### config.mk
export PLATFORM = sky130hd
export DESIGN_NAME = mem_stage
export DESIGN_NICKNAME = d
export VERILOG_FILES = /design/src/design/rv_slice_pkg.sv /design/src/design/mem_stage.sv
export VERILOG_INCLUDE_DIRS = /design/src /design/src/design
export SDC_FILE = /design/constraint.sdc
export NUM_CORES = 2
export LEC_CHECK = 0
export BUFFER_PORTS_ARGS = -buffer_cell sky130_fd_sc_hd__buf_4
export CORE_AREA = 5 5 663 665
export DETAILED_ROUTE_END_ITERATION = 6
export DIE_AREA = 0 0 668 670
export MAX_ROUTING_LAYER = met4
export PLACE_DENSITY = 0.6
export SLEW_MARGIN = 20
export SYNTH_ARGS = -nofsm -noshare
export SYNTH_HDL_FRONTEND = slang
export SYNTH_SLANG_ARGS = --single-unit
### constraint.sdc
create_clock -name clk -period 5.6 [get_ports clk]
set_input_delay 1.12 -clock clk [delete_from_list [all_inputs] [get_ports clk]]
set_output_delay 1.12 -clock clk [all_outputs]
set_load 0.01 [all_outputs]
### src/design/rv_slice_macros.svh
`ifndef RV_SLICE_MACROS_SVH
`define RV_SLICE_MACROS_SVH

// integer data path width
`define XLEN 64

// destination register index
`define REG_ADDR_WIDTH 5

// 64-bit words in the data memory, byte address wraps at 8x this
`define DMEM_WORDS 64

`endif

### src/design/rv_slice_pkg.sv
package rv_slice_pkg;

	// alu function select
	typedef enum logic [3:0] {
		ALU_ADD  = 4'h0,
		ALU_SUB  = 4'h1,
		ALU_AND  = 4'h2,
		ALU_OR   = 4'h3,
		ALU_XOR  = 4'h4,
		ALU_SLL  = 4'h5,
		ALU_SRL  = 4'h6,
		ALU_SRA  = 4'h7,
		ALU_SLT  = 4'h8,
		ALU_SLTU = 4'h9
	} alu_op_e;

	// loads in 1..7, stores in 8..11
	typedef enum logic [3:0] {
		MEM_NONE = 4'h0,
		MEM_LB   = 4'h1,
		MEM_LH   = 4'h2,
		MEM_LW   = 4'h3,
		MEM_LD   = 4'h4,
		MEM_LBU  = 4'h5,
		MEM_LHU  = 4'h6,
		MEM_LWU  = 4'h7,
		MEM_SB   = 4'h8,
		MEM_SH   = 4'h9,
		MEM_SW   = 4'hA,
		MEM_SD   = 4'hB
	} mem_op_e;

endpackage

### src/design/mem_stage.sv
`timescale 1ns/1ps
`include "rv_slice_macros.svh"

module mem_stage (
	input  logic                       clk,
	input  logic                       rst_n,
	input  logic [`XLEN-1:0]           alu_res_i,    // alu result or byte address
	input  logic [`XLEN-1:0]           store_data_i,
	input  logic [7:0]                 wmask_i,
	input  logic [3:0]                 load_ext_i,
	input  rv_slice_pkg::mem_op_e      mem_op_i,
	input  logic                       reg_wen_i,
	input  logic [`REG_ADDR_WIDTH-1:0] reg_waddr_i,
	output logic                       wb_wen_o,
	output logic [`REG_ADDR_WIDTH-1:0] wb_waddr_o,
	output logic [`XLEN-1:0]           wb_data_o
);

	localparam int IDX_W = $clog2(`DMEM_WORDS);

	logic [`XLEN-1:0] dmem [`DMEM_WORDS];

	logic [IDX_W-1:0] idx;
	logic [2:0]       lane;
	logic             is_store;
	logic             is_load;
	logic [`XLEN-1:0] rd_word;
	logic [`XLEN-1:0] rd_shift;
	logic [`XLEN-1:0] load_val;

	assign idx  = alu_res_i[IDX_W+2:3]; // word index, upper address bits wrap
	assign lane = alu_res_i[2:0];

	assign is_store = (mem_op_i == rv_slice_pkg::MEM_SB) ||
		(mem_op_i == rv_slice_pkg::MEM_SH) ||
		(mem_op_i == rv_slice_pkg::MEM_SW) ||
		(mem_op_i == rv_slice_pkg::MEM_SD);
	assign is_load  = (mem_op_i != rv_slice_pkg::MEM_NONE) && !is_store;

	// byte-masked write at the edge that ends the mem cycle
	always_ff @(posedge clk) begin
		if (is_store) begin
			for (int b = 0; b < 8; b++) begin
				if (wmask_i[b])
					dmem[idx][b*8 +: 8] <= store_data_i[b*8 +: 8];
			end
		end
	end

	// async read, a load right behind a store sees the new bytes
	assign rd_word  = dmem[idx];
	assign rd_shift = rd_word >> {lane, 3'b000};

	always_comb begin
		if (load_ext_i[2]) begin
			load_val = load_ext_i[3] ? {{(`XLEN-8){rd_shift[7]}}, rd_shift[7:0]}
				: {{(`XLEN-8){1'b0}}, rd_shift[7:0]};
		end else if (load_ext_i[1]) begin
			load_val = load_ext_i[3] ? {{(`XLEN-16){rd_shift[15]}}, rd_shift[15:0]}
				: {{(`XLEN-16){1'b0}}, rd_shift[15:0]};
		end else if (load_ext_i[0]) begin
			load_val = load_ext_i[3] ? {{(`XLEN-32){rd_shift[31]}}, rd_shift[31:0]}
				: {{(`XLEN-32){1'b0}}, rd_shift[31:0]};
		end else begin
			load_val = rd_shift; // doubleword
		end
	end

	// writeback register
	always_ff @(posedge clk or negedge rst_n) begin
		if (!rst_n) begin
			wb_wen_o   <= 1'b0;
			wb_waddr_o <= '0;
			wb_data_o  <= '0;
		end else begin
			wb_wen_o   <= reg_wen_i;
			wb_waddr_o <= reg_waddr_i;
			wb_data_o  <= is_load ? load_val : alu_res_i;
		end
	end

endmodule

==> flow_summary_export.csv <==
group,metric,value,unit
run_status,outcome,"finished, violations left",
run_status,violations,"DRC",
floorplan,rows,242,
floorplan,initial_core_util,0.378,
final_layout,synthToLayoutAreaGrowth,17.0,%
global_route,grt-ovfl-total,0,
global_route,first_global_vias,98900,
timing,worst_hold_slack,0.227,ns
critical_path,crit_required,6.47,ns
clock_network,path_clk_slew,0.06,ns
timing,fin_crit_sh,0.890,
logic_synthesis,ys_seq_area_frac,0.761,
pwr,p_int,51.0,mW
clock_network,cts-buffers-inserted,415,
pwr,max-vdd-ir-drop,0.000280,V
floorplan,die_y,670,µm
logic_synthesis,synth-edff-count,4096,
clock_network,cts_tree,"done",
final_layout,fillers,37300,
pwr,finalPower,66.6,mW
floorplan,dieArea,448000,µm²
logic_synthesis,ys_types,95,
timing,hold_viol_final,0,
timing,fin_crit,4.98,ns
timing,fin_tns_setup,0,ns
clock_network,cts_max_level,5,
logic_synthesis,synth-main-ff-cell,"edfxtp_1",
clock_network,holdBufCountCts,0,
final_layout,final_common_cell,"edfxtp_1",
pwr,p_sw_frac,0.234,
placed_design,place_ws,-0.194,ns
timing,setup_viol,0,
placed_design,dpl.hpwl,411,mm
pwr,p_sw,15.6,mW
routing,drc,38,
final_layout,nNetsFinal,10400,
placed_design,place.gp.congestion,0.951,
critical_path,cp-end-kind,"flip-flop",
logic_synthesis,synth.net_count,9473,
timing,relSlewSlack,0.0988,
final_layout,final_cell_mix,"edfxtp_1 (4096), buf_4 (1124), nor2_1 (684)",
pwr,power_frac_seq,0.517,
pwr,power_frac_comb,0.073,
final_layout,stdcell_count,16400,
routing,via_per_inst,6.34,
clock_network,clock_tree.root_cell,"clkbuf_16",
floorplan,ioPinCount,222,
floorplan,die_x,668,µm
worst_hold_path,hp-class,"in -> reg",
clock_network,cts_setup_buffers,0,
timing,fmax,0.201,GHz
routing,route.detailed.wl_per_inst,38.6,µm
critical_path,cp_max_fo,34,
critical_path,startpoint_type,"primary input",
global_route,antenna_found_initial,63,
pwr,clkPwrFrac,0.409,
routing,ant_nets,0,
timing,worst_slew_pin_slew,1.35,ns
logic_synthesis,yosysWarnings,0,
routing,wl,634,mm
critical_path,worstPathArrival,5.85,ns
worst_hold_path,hold_depth,1,
placed_design,dpl.cell_count,15600,
logic_synthesis,syn_area,164000,µm²
logic_synthesis,synthCells,9321,
routing,dr.pass1.iters,7,
global_route,grt_max_degree,71,
logic_synthesis,avgSynthCellArea,17.6,µm²
pwr,power.density,347,nW/µm²
critical_path,path_class,"in -> reg",
clock_network,clockBufferDepth,4,
timing,fin_ws,0.617,ns
routing,vias,104000,
clock_network,post_cts_resized,0,
job,cap_violations,0,
critical_path,rrSetupSlack,1.55,ns
timing,fin_worst_skew,0.0695,ns
logic_synthesis,async_flop_share,0.0168,
critical_path,r2r_cells,11,
global_route,grt_use_total,0.283,
placed_design,port_buffers,221,
clock_network,clock_sinks,4166,
clock_network,worstSkewPairLatency,1.02,ns
pwr,leakage,62.5,nW
timing,final_max_slew_viol_count,0,
timing,rsz0062_at_grt,"no",
logic_synthesis,synth_seq_cells,4166,
global_route,grt_pass1_wl,853,mm
routing,drt_iter0_markers,18300,
final_layout,drive_gt1_frac,0.229,
floorplan,core_area,433000,µm²
## routing by layer
layer / GRT usage / wire length [µm] / vias up / share of wire
li1: - / - / 40200 / -
met1: 0.355 / 223000 / 53600 / 0.35
met2: 0.403 / 279000 / 8404 / 0.44
met3: 0.0850 / 86000 / 1790 / 0.14
met4: 0.171 / 45900 / 0 / 0.072
met5: - / 0 / - / 0
## power groups by stage
stage / sequential (mW) / combinational (mW) / clock, mW
after global routing: 34.4 / 4.93 / 28.8
final: 34.4 / 4.89 / 27.3
after floorplan: 35.1 / 1.94 / 0
after global placement: 35.1 / 4.69 / 0
after detailed placement: 35.1 / 4.73 / 0
after CTS: 34.4 / 4.74 / 27.4
## per-stage QoR
stage                     cell area, µm²   util
after floorplan                   164000      -
after global placement            178000  0.412
after detailed placement          178000  0.412
after CTS                         191000  0.442
after global routing              192000  0.442
final                             192000  0.443
## final cells by class
type,count,area (µm²),share of cell area
Inverter,26,118,0.000614
Multi-Input combinational cell,4451,35900,0.187
Timing Repair Buffer,1225,10400,0.0544
Sequential cell,4166,125000,0.651
Tap cell,5734,7170,0.0374
Antenna cell,63,158,0.000823
Clock buffer,523,10900,0.0568
Clock inverter,235,2210,0.0115
## cells in the mapped netlist, drive strengths merged (71+ instances only)
master / number / area share
a21oi: 211 / 0.0064
a221o: 114 / 0.0070
a221oi: 282 / 0.015
a22o: 119 / 0.0064
a22oi: 427 / 0.020
buf: 451 / 0.016
clkbuf: 227 / 0.0052
edfxtp: 4096 / 0.75
mux2: 282 / 0.019
mux2i: 507 / 0.031
mux4: 247 / 0.034
nand2: 306 / 0.0070
nand3: 71 / 0.0022
nor2: 689 / 0.016
o21ai: 174 / 0.0054
o22ai: 166 / 0.0063
## flip-flops by register name (all words and copies together) (netlist names)
register and flops:
wb_waddr_o 5, dmem 4096, wb_data_o 64, wb_wen_o 1
## path summary, 6_finish.rpt
check,start,to
worst max register to register,dmem[29][31],wb_data_o[41]
min in group asynchronous,rst_n,wb_wen_o
worst min register to register,dmem[27][2],wb_data_o[2]
worst max-delay path,alu_res_i[5],wb_data_o[41]
worst min-delay path,reg_wen_i,wb_wen_o
max in group asynchronous,rst_n,wb_data_o[46]
## critical path: stages
cell and delay [ns]:
buf_8 0.33, buf_4 0.59, mux2i_1 0.84, o22a_1 0.50, a21oi_1 0.13, a2111o_1 0.52
nor3_1 0.33, nor3_1 0.09, buf_4 0.17, o211ai_2 0.29, buf_4 0.20, nor2_1 0.15
o32a_1 0.41
## cells by family (layout without fill, tap and decap cells)
family                 Yosys count  after routing  share of synthesized area
other                            0             63                          0
flip-flops                    4166           4166                      0.761
AO/OA/AOI/OAI                 1974           1974                     0.0908
AND/OR/NAND/NOR               1441           1441                     0.0414
multiplexers                  1036           1036                     0.0843
buffers and inverters          704           2009                     0.0222
Power figures use the tool's default switching activity.
